===== config.mk =====
export PLATFORM = sky130hd
export DESIGN_NAME = cart_loader_top
export DESIGN_NICKNAME = d
export VERILOG_FILES = /design/src/source/cart_pkg.sv /design/src/source/dl_if.sv /design/src/source/cart_loader_top.sv /design/src/source/backup_sequencer.sv /design/src/source/ram_clear.sv /design/src/source/cheat_loader.sv /design/src/source/header_probe.sv /design/src/source/cart_regs.sv
export VERILOG_INCLUDE_DIRS = /design/src /design/src/source
export SDC_FILE = /design/constraint.sdc
export NUM_CORES = 1
export LEC_CHECK = 0
export BUFFER_PORTS_ARGS = -buffer_cell sky130_fd_sc_hd__buf_2
export CORE_AREA = 2 2 154 156
export DETAILED_ROUTE_END_ITERATION = 16
export DIE_AREA = 0 0 156 158
export PLACE_DENSITY = 0.72
export SLEW_MARGIN = 20
export SYNTH_ARGS = -nofsm -noshare
export SYNTH_HDL_FRONTEND = slang
export SYNTH_SLANG_ARGS = --single-unit

===== constraint.sdc =====
create_clock -name clk_sys -period 4.4 [get_ports clk_sys]
set_clock_uncertainty 0.15 [all_clocks]
set_input_delay 0.88 -clock clk_sys [delete_from_list [all_inputs] [get_ports clk_sys]]
set_output_delay 0.88 -clock clk_sys [all_outputs]
set_load 0.05 [all_outputs]

===== src/source/cart_consts.svh =====
// Constants for the cartridge loader
// Bus widths, download indexes, header offsets and register map

`ifndef CART_CONSTS_SVH
`define CART_CONSTS_SVH

// Download bus
`define DL_ADDR_W 25
`define DL_DATA_W 16
`define DL_INDEX_W 8
`define IDX_CART 8'h00
`define IDX_CHEAT 8'hFF

// Copier header and ROM header size/RAM bytes per mapping
`define HDR_SKIP 25'd512
`define HDR_LO_SIZE (25'h007FD6 + `HDR_SKIP)
`define HDR_LO_RAM (25'h007FD8 + `HDR_SKIP)
`define HDR_HI_SIZE (25'h00FFD6 + `HDR_SKIP)
`define HDR_HI_RAM (25'h00FFD8 + `HDR_SKIP)
`define HDR_EX_SIZE (25'h40FFD6 + `HDR_SKIP)
`define HDR_EX_RAM (25'h40FFD8 + `HDR_SKIP)

// Work RAM and backup storage
`define CLEAR_ADDR_W 17
`define SECTOR_SHIFT 9

// AXI4-Lite register map
`define AXI_ADDR_W 8
`define REG_CTRL 8'h00
`define REG_CMD 8'h04
`define REG_STATUS 8'h08
`define REG_ROM_MASK 8'h0C
`define REG_RAM_MASK 8'h10

`endif

===== src/source/cart_pkg.sv =====
// Shared types for the cartridge loader
// Header mode, fill pattern, cartridge info and cheat record

package cart_pkg;

	// Matches the header option order of the menu
	typedef enum logic [2:0] {
		AUTO      = 3'd0,
		NO_HEADER = 3'd1,
		LOROM     = 3'd2,
		HIROM     = 3'd3,
		EXHIROM   = 3'd4
	} hdr_mode_e;

	// Power-on work RAM contents
	typedef enum logic [1:0] {
		PAT_9966 = 2'd0,
		PAT_00FF = 2'd1,
		PAT_55   = 2'd2,
		PAT_FF   = 2'd3
	} fill_pat_e;

	typedef struct packed {
		logic [7:0]  rom_type;
		logic [23:0] rom_mask;
		logic [23:0] ram_mask;
		logic        pal;
		logic        bk_enable;
	} cart_info_t;

	// Values are big endian as sent by the host
	typedef struct packed {
		logic [31:0] flags;
		logic [31:0] address;
		logic [31:0] compare;
		logic [31:0] replace;
	} cheat_code_t;

endpackage


===== src/source/dl_if.sv =====
// Download bus interface
// Host side drives, sinks only observe

`include "cart_consts.svh"

interface dl_if;
	logic                   download;
	logic [`DL_INDEX_W-1:0] index;
	logic [`DL_ADDR_W-1:0]  addr;
	logic [`DL_DATA_W-1:0]  data;
	logic                   wr;

	modport host (
		output download, index, addr, data, wr
	);

	// No back-pressure, every wr during download is a word
	modport sink (
		input download, index, addr, data, wr
	);
endinterface


===== src/source/cart_loader_top.sv =====
// Cartridge loader top level
// Download bus, register block, header probe, cheats, RAM clear, backup

`include "cart_consts.svh"

module cart_loader_top (
	input  logic                     clk_sys,
	input  logic                     RESET,
	input  logic [`AXI_ADDR_W-1:0]   s_axi_awaddr,
	input  logic                     s_axi_awvalid,
	output logic                     s_axi_awready,
	input  logic [31:0]              s_axi_wdata,
	input  logic                     s_axi_wvalid,
	output logic                     s_axi_wready,
	output logic [1:0]               s_axi_bresp,
	output logic                     s_axi_bvalid,
	input  logic                     s_axi_bready,
	input  logic [`AXI_ADDR_W-1:0]   s_axi_araddr,
	input  logic                     s_axi_arvalid,
	output logic                     s_axi_arready,
	output logic [31:0]              s_axi_rdata,
	output logic [1:0]               s_axi_rresp,
	output logic                     s_axi_rvalid,
	input  logic                     s_axi_rready,
	input  logic                     dl_download,
	input  logic [`DL_INDEX_W-1:0]   dl_index,
	input  logic [`DL_ADDR_W-1:0]    dl_addr,
	input  logic [`DL_DATA_W-1:0]    dl_data,
	input  logic                     dl_wr,
	input  logic                     img_mounted,
	input  logic                     img_readonly,
	input  logic [63:0]              img_size,
	input  logic                     sd_ack,
	output logic [`CLEAR_ADDR_W-1:0] fill_addr,
	output logic [7:0]               fill_data,
	output logic                     fill_we,
	output logic [127:0]             cheat_code,
	output logic                     cheat_strobe,
	output logic [31:0]              sd_lba,
	output logic                     sd_rd,
	output logic                     sd_wr
);
	cart_pkg::cart_info_t  info;
	cart_pkg::hdr_mode_e   hdr_mode;
	cart_pkg::fill_pat_e   fill_pat;
	cart_pkg::cheat_code_t cheat_rec;
	logic [1:0]            region_sel;
	logic                  load_req;
	logic                  save_req;
	logic                  bk_busy;
	logic                  dl_end;

	// ====================
	// Download bus
	// ====================
	dl_if dl_bus ();

	assign dl_bus.download = dl_download;
	assign dl_bus.index    = dl_index;
	assign dl_bus.addr     = dl_addr;
	assign dl_bus.data     = dl_data;
	assign dl_bus.wr       = dl_wr;

	// ====================
	// Blocks
	// ====================
	cart_regs regs_i (
		.clk_sys, .RESET,
		.s_axi_awaddr, .s_axi_awvalid, .s_axi_awready,
		.s_axi_wdata, .s_axi_wvalid, .s_axi_wready,
		.s_axi_bresp, .s_axi_bvalid, .s_axi_bready,
		.s_axi_araddr, .s_axi_arvalid, .s_axi_arready,
		.s_axi_rdata, .s_axi_rresp, .s_axi_rvalid, .s_axi_rready,
		.info, .bk_busy,
		.hdr_mode, .region_sel, .fill_pat, .load_req, .save_req
	);

	header_probe probe_i (
		.clk_sys, .RESET,
		.dl (dl_bus.sink),
		.hdr_mode, .region_sel, .img_mounted, .img_readonly,
		.dl_end, .info
	);

	cheat_loader cheat_i (
		.clk_sys, .RESET,
		.dl           (dl_bus.sink),
		.cheat_code   (cheat_rec),
		.cheat_strobe
	);

	assign cheat_code = cheat_rec;

	ram_clear clear_i (
		.clk_sys, .RESET,
		.dl (dl_bus.sink),
		.fill_pat, .fill_addr, .fill_data, .fill_we
	);

	backup_sequencer backup_i (
		.clk_sys, .RESET,
		.info, .dl_end, .img_size, .load_req, .save_req,
		.sd_ack, .sd_lba, .sd_rd, .sd_wr, .bk_busy
	);

endmodule


===== src/source/backup_sequencer.sv =====
// Backup RAM sector sequencer
// Loads and saves cartridge RAM one storage sector at a time

`include "cart_consts.svh"

module backup_sequencer (
	input  logic                 clk_sys,
	input  logic                 RESET,
	input  cart_pkg::cart_info_t info,
	input  logic                 dl_end,
	input  logic [63:0]          img_size,
	input  logic                 load_req,
	input  logic                 save_req,
	input  logic                 sd_ack,
	output logic [31:0]          sd_lba,
	output logic                 sd_rd,
	output logic                 sd_wr,
	output logic                 bk_busy
);
	logic        old_ack;
	logic        loading;
	logic [31:0] last_lba;

	// Last sector index covering the whole RAM
	assign last_lba = {8'd0, info.ram_mask} >> `SECTOR_SHIFT;

	always_ff @(posedge clk_sys) begin
		if (RESET) begin
			old_ack <= 1'b0;
			loading <= 1'b0;
			bk_busy <= 1'b0;
			sd_lba  <= 32'd0;
			sd_rd   <= 1'b0;
			sd_wr   <= 1'b0;
		end else begin
			old_ack <= sd_ack;

			// Request drops once the storage side has taken it
			if (sd_ack && !old_ack) begin
				sd_rd <= 1'b0;
				sd_wr <= 1'b0;
			end

			if (!bk_busy) begin
				if (info.bk_enable && (load_req || save_req)) begin
					bk_busy <= 1'b1;
					loading <= load_req;
					sd_lba  <= 32'd0;
					sd_rd   <= load_req;
					sd_wr   <= ~load_req;
				end
				// Pull saved RAM in right after a new cartridge
				if (info.bk_enable && dl_end && img_size != 64'd0) begin
					bk_busy <= 1'b1;
					loading <= 1'b1;
					sd_lba  <= 32'd0;
					sd_rd   <= 1'b1;
					sd_wr   <= 1'b0;
				end
			end else if (old_ack && !sd_ack) begin
				if (sd_lba >= last_lba) begin
					bk_busy <= 1'b0;
					loading <= 1'b0;
				end else begin
					sd_lba <= sd_lba + 32'd1;
					sd_rd  <= loading;
					sd_wr  <= ~loading;
				end
			end
		end
	end

endmodule


===== src/source/ram_clear.sv =====
// Work RAM clear sequencer
// Sweeps all addresses once per cart download with a fill pattern

`include "cart_consts.svh"

module ram_clear (
	input  logic                     clk_sys,
	input  logic                     RESET,
	dl_if.sink                       dl,
	input  cart_pkg::fill_pat_e      fill_pat,
	output logic [`CLEAR_ADDR_W-1:0] fill_addr,
	output logic [7:0]               fill_data,
	output logic                     fill_we
);
	logic cart_dl;
	logic old_dl;

	assign cart_dl = dl.download && (dl.index == `IDX_CART);

	always_ff @(posedge clk_sys) begin
		if (RESET) begin
			old_dl    <= 1'b0;
			fill_we   <= 1'b0;
			fill_addr <= '0;
		end else begin
			old_dl <= cart_dl;

			if (cart_dl && !old_dl)
				fill_we <= 1'b1;
			// Stop after the top address is written
			if (&fill_addr)
				fill_we <= 1'b0;

			if (fill_we)
				fill_addr <= fill_addr + 1'b1;
			else
				fill_addr <= '0;
		end
	end

	// Patterns of the different console revisions
	always_comb begin
		case (fill_pat)
			cart_pkg::PAT_9966: fill_data = (fill_addr[8] ^ fill_addr[2]) ? 8'h66 : 8'h99;
			cart_pkg::PAT_00FF: fill_data = (fill_addr[9] ^ fill_addr[0]) ? 8'hFF : 8'h00;
			cart_pkg::PAT_55:   fill_data = 8'h55;
			default:            fill_data = 8'hFF;
		endcase
	end

endmodule


===== src/source/cheat_loader.sv =====
// Cheat record assembly
// Eight 16-bit words make one 128-bit record

`include "cart_consts.svh"

module cheat_loader (
	input  logic                  clk_sys,
	input  logic                  RESET,
	dl_if.sink                    dl,
	output cart_pkg::cheat_code_t cheat_code,
	output logic                  cheat_strobe
);
	logic cheat_wr;

	assign cheat_wr = dl.download && (dl.index == `IDX_CHEAT) && dl.wr;

	// Low word first within each field
	always_ff @(posedge clk_sys) begin
		if (cheat_wr) begin
			case (dl.addr[3:0])
				4'd0:  cheat_code.flags[15:0]    <= dl.data;
				4'd2:  cheat_code.flags[31:16]   <= dl.data;
				4'd4:  cheat_code.address[15:0]  <= dl.data;
				4'd6:  cheat_code.address[31:16] <= dl.data;
				4'd8:  cheat_code.compare[15:0]  <= dl.data;
				4'd10: cheat_code.compare[31:16] <= dl.data;
				4'd12: cheat_code.replace[15:0]  <= dl.data;
				4'd14: cheat_code.replace[31:16] <= dl.data;
				default: ;
			endcase
		end
	end

	// Last word completes the record
	always_ff @(posedge clk_sys) begin
		if (RESET)
			cheat_strobe <= 1'b0;
		else
			cheat_strobe <= cheat_wr && (dl.addr[3:0] == 4'd14);
	end

endmodule


===== src/source/header_probe.sv =====
// Cartridge header probe
// ROM type, sizes, region, derived masks, PAL and backup enable

`include "cart_consts.svh"

module header_probe (
	input  logic                 clk_sys,
	input  logic                 RESET,
	dl_if.sink                   dl,
	input  cart_pkg::hdr_mode_e  hdr_mode,
	input  logic [1:0]           region_sel,
	input  logic                 img_mounted,
	input  logic                 img_readonly,
	output logic                 dl_end,
	output cart_pkg::cart_info_t info
);
	logic                  cart_dl;
	logic                  old_dl;
	logic                  hdr_fixed;
	logic [`DL_ADDR_W-1:0] size_addr;
	logic [`DL_ADDR_W-1:0] ram_addr;
	logic [3:0]            rom_size;
	logic [3:0]            ram_size;
	logic                  rom_region;
	logic [7:0]            rom_type;
	logic                  pal;
	logic                  bk_enable;
	logic [23:0]           rom_mask;
	logic [23:0]           ram_mask;

	assign cart_dl = dl.download && (dl.index == `IDX_CART);
	assign dl_end  = old_dl & ~cart_dl;

	// Where the size bytes sit for a forced mapping
	always_comb begin
		hdr_fixed = 1'b1;
		case (hdr_mode)
			cart_pkg::LOROM: begin
				size_addr = `HDR_LO_SIZE;
				ram_addr  = `HDR_LO_RAM;
			end
			cart_pkg::HIROM: begin
				size_addr = `HDR_HI_SIZE;
				ram_addr  = `HDR_HI_RAM;
			end
			cart_pkg::EXHIROM: begin
				size_addr = `HDR_EX_SIZE;
				ram_addr  = `HDR_EX_RAM;
			end
			default: begin
				hdr_fixed = 1'b0;
				size_addr = '0;
				ram_addr  = '0;
			end
		endcase
	end

	assign rom_mask = (24'd1024 << rom_size) - 24'd1;
	assign ram_mask = (ram_size != 4'd0) ? (24'd1024 << ram_size) - 24'd1 : 24'd0;

	always_ff @(posedge clk_sys) begin
		if (RESET) begin
			old_dl     <= 1'b0;
			rom_size   <= 4'hC;
			ram_size   <= 4'h0;
			rom_region <= 1'b0;
			rom_type   <= 8'd0;
			pal        <= 1'b0;
			bk_enable  <= 1'b0;
		end else begin
			old_dl <= cart_dl;

			if (cart_dl && dl.wr) begin
				// First word carries the packed sizes and type
				if (dl.addr == '0) begin
					rom_size <= 4'hC;
					ram_size <= 4'h0;
					if (hdr_mode == cart_pkg::AUTO && dl.data[7:0] != 8'd0)
						{ram_size, rom_size} <= dl.data[7:0];
					case (hdr_mode)
						cart_pkg::HIROM:   rom_type <= 8'd1;
						cart_pkg::EXHIROM: rom_type <= 8'd2;
						cart_pkg::AUTO:    rom_type <= dl.data[15:8];
						default:           rom_type <= 8'd0;
					endcase
				end
				if (dl.addr == `DL_ADDR_W'd2)
					rom_region <= dl.data[8];
				if (hdr_fixed && dl.addr == size_addr)
					rom_size <= dl.data[11:8];
				if (hdr_fixed && dl.addr == ram_addr)
					ram_size <= dl.data[3:0];
			end

			// Region is only applied between downloads
			if (!cart_dl)
				pal <= (region_sel == 2'd0) ? rom_region : region_sel[1];

			if (cart_dl && !old_dl)
				bk_enable <= 1'b0;
			if (cart_dl && img_mounted && !img_readonly)
				bk_enable <= |ram_mask;
		end
	end

	assign info = '{
		rom_type:  rom_type,
		rom_mask:  rom_mask,
		ram_mask:  ram_mask,
		pal:       pal,
		bk_enable: bk_enable
	};

endmodule


===== src/source/cart_regs.sv =====
// AXI4-Lite configuration and status registers
// CTRL options, CMD load/save pulses, STATUS and mask readback

`include "cart_consts.svh"

module cart_regs (
	input  logic                         clk_sys,
	input  logic                         RESET,
	input  logic [`AXI_ADDR_W-1:0]       s_axi_awaddr,
	input  logic                         s_axi_awvalid,
	output logic                         s_axi_awready,
	input  logic [31:0]                  s_axi_wdata,
	input  logic                         s_axi_wvalid,
	output logic                         s_axi_wready,
	output logic [1:0]                   s_axi_bresp,
	output logic                         s_axi_bvalid,
	input  logic                         s_axi_bready,
	input  logic [`AXI_ADDR_W-1:0]       s_axi_araddr,
	input  logic                         s_axi_arvalid,
	output logic                         s_axi_arready,
	output logic [31:0]                  s_axi_rdata,
	output logic [1:0]                   s_axi_rresp,
	output logic                         s_axi_rvalid,
	input  logic                         s_axi_rready,
	input  cart_pkg::cart_info_t         info,
	input  logic                         bk_busy,
	output cart_pkg::hdr_mode_e          hdr_mode,
	output logic [1:0]                   region_sel,
	output cart_pkg::fill_pat_e          fill_pat,
	output logic                         load_req,
	output logic                         save_req
);
	logic        wr_busy;
	logic        rd_busy;
	logic        wr_start;
	logic        rd_start;
	logic [31:0] rd_mux;

	// One transaction at a time, writes first
	assign wr_busy  = s_axi_awready | s_axi_bvalid;
	assign rd_busy  = s_axi_arready | s_axi_rvalid;
	assign wr_start = s_axi_awvalid & s_axi_wvalid & ~wr_busy & ~rd_busy;
	assign rd_start = s_axi_arvalid & ~wr_busy & ~rd_busy & ~wr_start;

	assign s_axi_wready = s_axi_awready;
	assign s_axi_bresp  = 2'b00;
	assign s_axi_rresp  = 2'b00;

	// ====================
	// Write channel
	// ====================
	always_ff @(posedge clk_sys) begin
		if (RESET) begin
			s_axi_awready <= 1'b0;
			s_axi_bvalid  <= 1'b0;
			s_axi_arready <= 1'b0;
			s_axi_rvalid  <= 1'b0;
			hdr_mode      <= cart_pkg::AUTO;
			region_sel    <= 2'd0;
			fill_pat      <= cart_pkg::PAT_9966;
			load_req      <= 1'b0;
			save_req      <= 1'b0;
		end else begin
			load_req      <= 1'b0;
			save_req      <= 1'b0;
			s_axi_awready <= wr_start;
			s_axi_arready <= rd_start;

			if (s_axi_awready) begin
				s_axi_bvalid <= 1'b1;
				case (s_axi_awaddr)
					`REG_CTRL: begin
						hdr_mode   <= cart_pkg::hdr_mode_e'(s_axi_wdata[2:0]);
						region_sel <= s_axi_wdata[5:4];
						fill_pat   <= cart_pkg::fill_pat_e'(s_axi_wdata[9:8]);
					end
					`REG_CMD: begin
						load_req <= s_axi_wdata[0];
						save_req <= s_axi_wdata[1];
					end
					default: ;
				endcase
			end else if (s_axi_bvalid && s_axi_bready) begin
				s_axi_bvalid <= 1'b0;
			end

			if (s_axi_arready)
				s_axi_rvalid <= 1'b1;
			else if (s_axi_rvalid && s_axi_rready)
				s_axi_rvalid <= 1'b0;
		end
	end

	// ====================
	// Read channel
	// ====================
	always_comb begin
		case (s_axi_araddr)
			`REG_CTRL:     rd_mux = {22'd0, fill_pat, 2'd0, region_sel, 1'b0, hdr_mode};
			`REG_STATUS:   rd_mux = {21'd0, bk_busy, info.bk_enable, info.pal, info.rom_type};
			`REG_ROM_MASK: rd_mux = {8'd0, info.rom_mask};
			`REG_RAM_MASK: rd_mux = {8'd0, info.ram_mask};
			default:       rd_mux = 32'd0;
		endcase
	end

	// Data captured as the address is accepted
	always_ff @(posedge clk_sys) begin
		if (s_axi_arready)
			s_axi_rdata <= rd_mux;
	end

endmodule


==> metrics.md <==
| Metric | Value |
|---|---|
| DP HPWL | `20.2 mm` |
| Count leader, synth | `edfxtp_1` |
| Netlist Area Pre-Place | `9700 sq um` |
| Critical Path End Type | `flip-flop` |
| Root buffer cell | `clkbuf_16` |
| Seq pwr share | `51.0%` |
| Final-report max-slew violation count | `0` |
| CTS Sinks | `241` |
| Total GRT Usage | `21.0%` |
| Worst skew pair latency | `0.51 ns` |
| Worst Hold Path Cells | `2` |
| HP Start | `probe_i.rom_type[1]` |
| Top cell type's share of synthesized area | `47.1%` |
| Antenna violations before repair | `6` |
| Filler cell count | `1,983` |
| Crit-path max FO | `14` |
| Clk slew on worst S/H paths | `0.06 ns` |
| Core Area | `23,100 sq um` |
| Syn-to-layout area delta | `30.6%` |
| Switching Power | `0.997 mW` |
| Synth area leader | `edfxtp_1` |
| Port Buffer Count | `365` |
| P_leak | `5.25 nW` |
| Grt ovf | `0` |
| Setup tns final | `0 ns` |
| Min Tclk post-route | `3.91 ns` |
| YS warnings | `0` |
| DR pass1 iterations | `5` |
| CTS resizes | `0` |
| Nets@finish | `1,348` |
| Post-synth top flop | `edfxtp_1` |
| M2 GR Usage | `38.1%` |
| CP Data Required Time | `4.69 ns` |
| RSZ-0062 raised after global routing | `no` |
| First-pass GRT wire length | `39.9 mm` |
| Met1 Usage GRT | `25.8%` |
| Setup Viol. Count Final | `0` |
| Total number of vias | `7,677` |
| Post-layout util | `55.0%` |
| R2r setup slk | `0.49 ns` |
| Gate Count Post-Synth | `779` |
| DR WL/cell | `18.5 microns` |
| Hold path endpoint | `probe_i.rom_type[1]` |
| DRT Wirelength | `27.2 mm` |
| Row Count | `56` |
| Period utilization | `88.9%` |
| Post-CTS setup buffers | `0` |
| GP Congestion | `0.940` |
| Worst slew pin tran | `0.873 ns` |
| Seq/Total Area, Yosys | `65.4%` |
| Clk pwr share | `44.5%` |
| Largest net degree at the start of global routing | `38` |
| Kind of critical path | `reg -> reg` |
| Busiest grt layer | `met2` |
| Vias in the first global route | `7,179` |
| CP startpoint kind | `flip-flop` |
| Mean Syn Cell Area | `12.5 sq um` |
| #FFs+latches synth | `241` |
| Layout cells sized above 1 | `38.2%` |
| Synth top area cells | `edfxtp_1 47%, dfxtp_1 18%, nor2_1 2.6%, ha_1 2.6%, nor4_1 1.9%` |
| TritonCTS buffer count | `25` |
| GR Layer Usage met3 | `3.70%` |
| Die width | `156 microns` |
| Die H | `158 microns` |
| Final worst setup slack | `0.489 ns` |
| Outcome | `finished, final reports clean` |
| Antenna-violating nets left | `0` |
| P_int | `3.73 mW` |
| Synth unique cells | `76` |
| FF-to-FF Start | `probe_i.ram_size[1]` |
| Final hold vios | `0` |
| CTS tree | `yes` |
| Max-cap violations | `0` |
| EDFF count, synth | `152` |
| Routed vias/inst | `5.23` |
| Io pins | `403` |
| PwrDens | `373 nW/um^2` |
| Worst hold path class | `reg -> reg` |
| Initial DRC Count | `434` |
| Initial Util | `42.1%` |
| DRC errors left | `0` |
| Cts hold-fix bufs | `0` |
| Die area | `24,600 sq um` |
| Combinational share of power | `4.4%` |
| Ys async rst share | `0%` |
| Deepest clock path buffer count | `3` |
| Depth of the CTS H-tree | `1` |
| Worst r2r dst | `backup_i.sd_lba[4]` |
| Relative slew slack | `41.6%` |
| Switching share of power | `21.1%` |
| Worst VDD drop | `0.308 mV` |
| Worst r2r path cells | `15` |
| Most frequent cells after synthesis | `152 x edfxtp_1, 89 x dfxtp_1, 67 x nor2_1` |
| Pre-CTS setup slack | `0.542 ns` |
| Critical path arrival | `4.20 ns` |
| Fmax | `256 MHz` |
-- cells in the final DEF, fill, tap and decap left out, types with 4 or more instances in the layout --
| cell | netlist | layout |
|---|---|---|
| nor2_1 | 67 | 64 |
| nor3_1 | 19 | 17 |
| conb_1 | 1 | 12 |
| o211ai_1 | 4 | 4 |
| edfxtp_1 | 152 | 152 |
| inv_1 | 26 | 26 |
| o22ai_1 | 9 | 9 |
| or3_2 | 4 | 4 |
| nand2_1 | 46 | 46 |
| buf_4 | 18 | 15 |
| nand2b_1 | 11 | 11 |
| dfxtp_1 | 89 | 89 |
| xor2_1 | 14 | 14 |
| nor2b_1 | 6 | 6 |
| ha_1 | 20 | 20 |
| nand4_1 | 18 | 18 |
| xnor2_1 | 7 | 7 |
| o21ai_0 | 22 | 22 |
| buf_2 | 1 | 365 |
| a31oi_1 | 4 | 4 |
| a211oi_1 | 10 | 10 |
| diode_2 | 0 | 5 |
| and2_1 | 9 | 9 |
| a21oi_1 | 36 | 36 |
| a221oi_1 | 4 | 4 |
| and3_1 | 20 | 20 |
| nor4_1 | 29 | 27 |
| a221o_1 | 7 | 7 |
| mux2i_1 | 11 | 11 |
| nand3_1 | 29 | 29 |
| a21o_1 | 4 | 4 |
| nor4_2 | 3 | 5 |
| clkbuf_16 | 0 | 26 |
| clkbuf_1 | 19 | 6 |
-- worst max path at each step --
stage	from	end	slack, ns	depth (start not counted)
floorplan	probe_i.ram_size[1]	backup_i.sd_lba[12]	0.69	17
global placement	probe_i.ram_size[1]	backup_i.sd_lba[8]	0.65	15
detailed placement	probe_i.ram_size[1]	backup_i.sd_lba[4]	0.54	15
CTS	probe_i.ram_size[1]	backup_i.sd_lba[4]	0.51	15
global route	probe_i.ram_size[1]	backup_i.sd_lba[4]	0.14	15
finish	probe_i.ram_size[1]	backup_i.sd_lba[4]	0.49	15
-- worst max-delay path, cell delays in order, from the launching register on --
cell and delay, ns:
dfxtp_1 0.38, inv_1 0.20, nand2_1 0.14, nor3_1 0.25, inv_1 0.10, ha_1 0.24
nor3_1 0.20, a32oi_1 0.19, ha_1 0.35, a21oi_1 0.14, o21ai_0 0.11, a211oi_2 0.34
nand4_4 0.21, and2_4 0.23, or3_2 0.45, a21oi_1 0.16
-- stage by stage --
step	std cells	area, sq um	hold WS, ns	power (mW)
4_1_cts	1463	12700	0.313	4.77
3_5_place_dp	1418	11800	0.301	2.67
2_1_floorplan	790	9740	0.282	2.56
3_3_place_gp	1418	11800	0.292	2.67
5_1_grt	1467	12700	0.338	4.88
6_report	1468	12700	0.312	4.73
-- sequential cells by signal, summed over array words and instances (netlist names), 2 cells and up --
register	flops
regs_i.s_axi_rdata	24
regs_i.region_sel	2
regs_i.hdr_mode	3
probe_i.rom_size	4
regs_i.fill_pat	2
backup_i.sd_lba	32
clear_i.fill_addr	17
cheat_i.cheat_code	128
probe_i.rom_type	8
probe_i.ram_size	4
-- layer usage --
layer	vias to the layer above	routed length, microns
li1	3665	-
met1	3608	10900
met2	362	13700
met3	38	2030
met4	4	555
met5	-	27
-- cell families after synthesis --
group,synth area share [%]
flip-flops,65.4
AND/OR/NAND/NOR,16.2
adder cells (fa/ha/maj),2.58
buffers and inverters,3.51
multiplexers,1.25
other,0.0387
XOR/XNOR,1.90
AO/OA/AOI/OAI,9.07
-- power by group through the flow --
stage	Combinational (mW)	Sequential (mW)	Clock, mW
2_1_floorplan	0.0637	2.50	0
3_3_place_gp	0.206	2.46	0
3_5_place_dp	0.209	2.46	0
4_1_cts	0.210	2.41	2.15
5_1_grt	0.223	2.41	2.24
6_report	0.209	2.41	2.11
-- final cells by class --
type	count	area [sq um]	area share, %
clock buffer	32	673	5.31
sequential	241	6350	50.1
antenna	5	12.5	0.0987
tap	290	363	2.86
clock inverter	13	154	1.21
inverter	26	97.6	0.770
timing repair buffer	380	1940	15.3
multi-input combinational	481	3090	24.4
No activity file was read; power rests on OpenSTA's default activity.
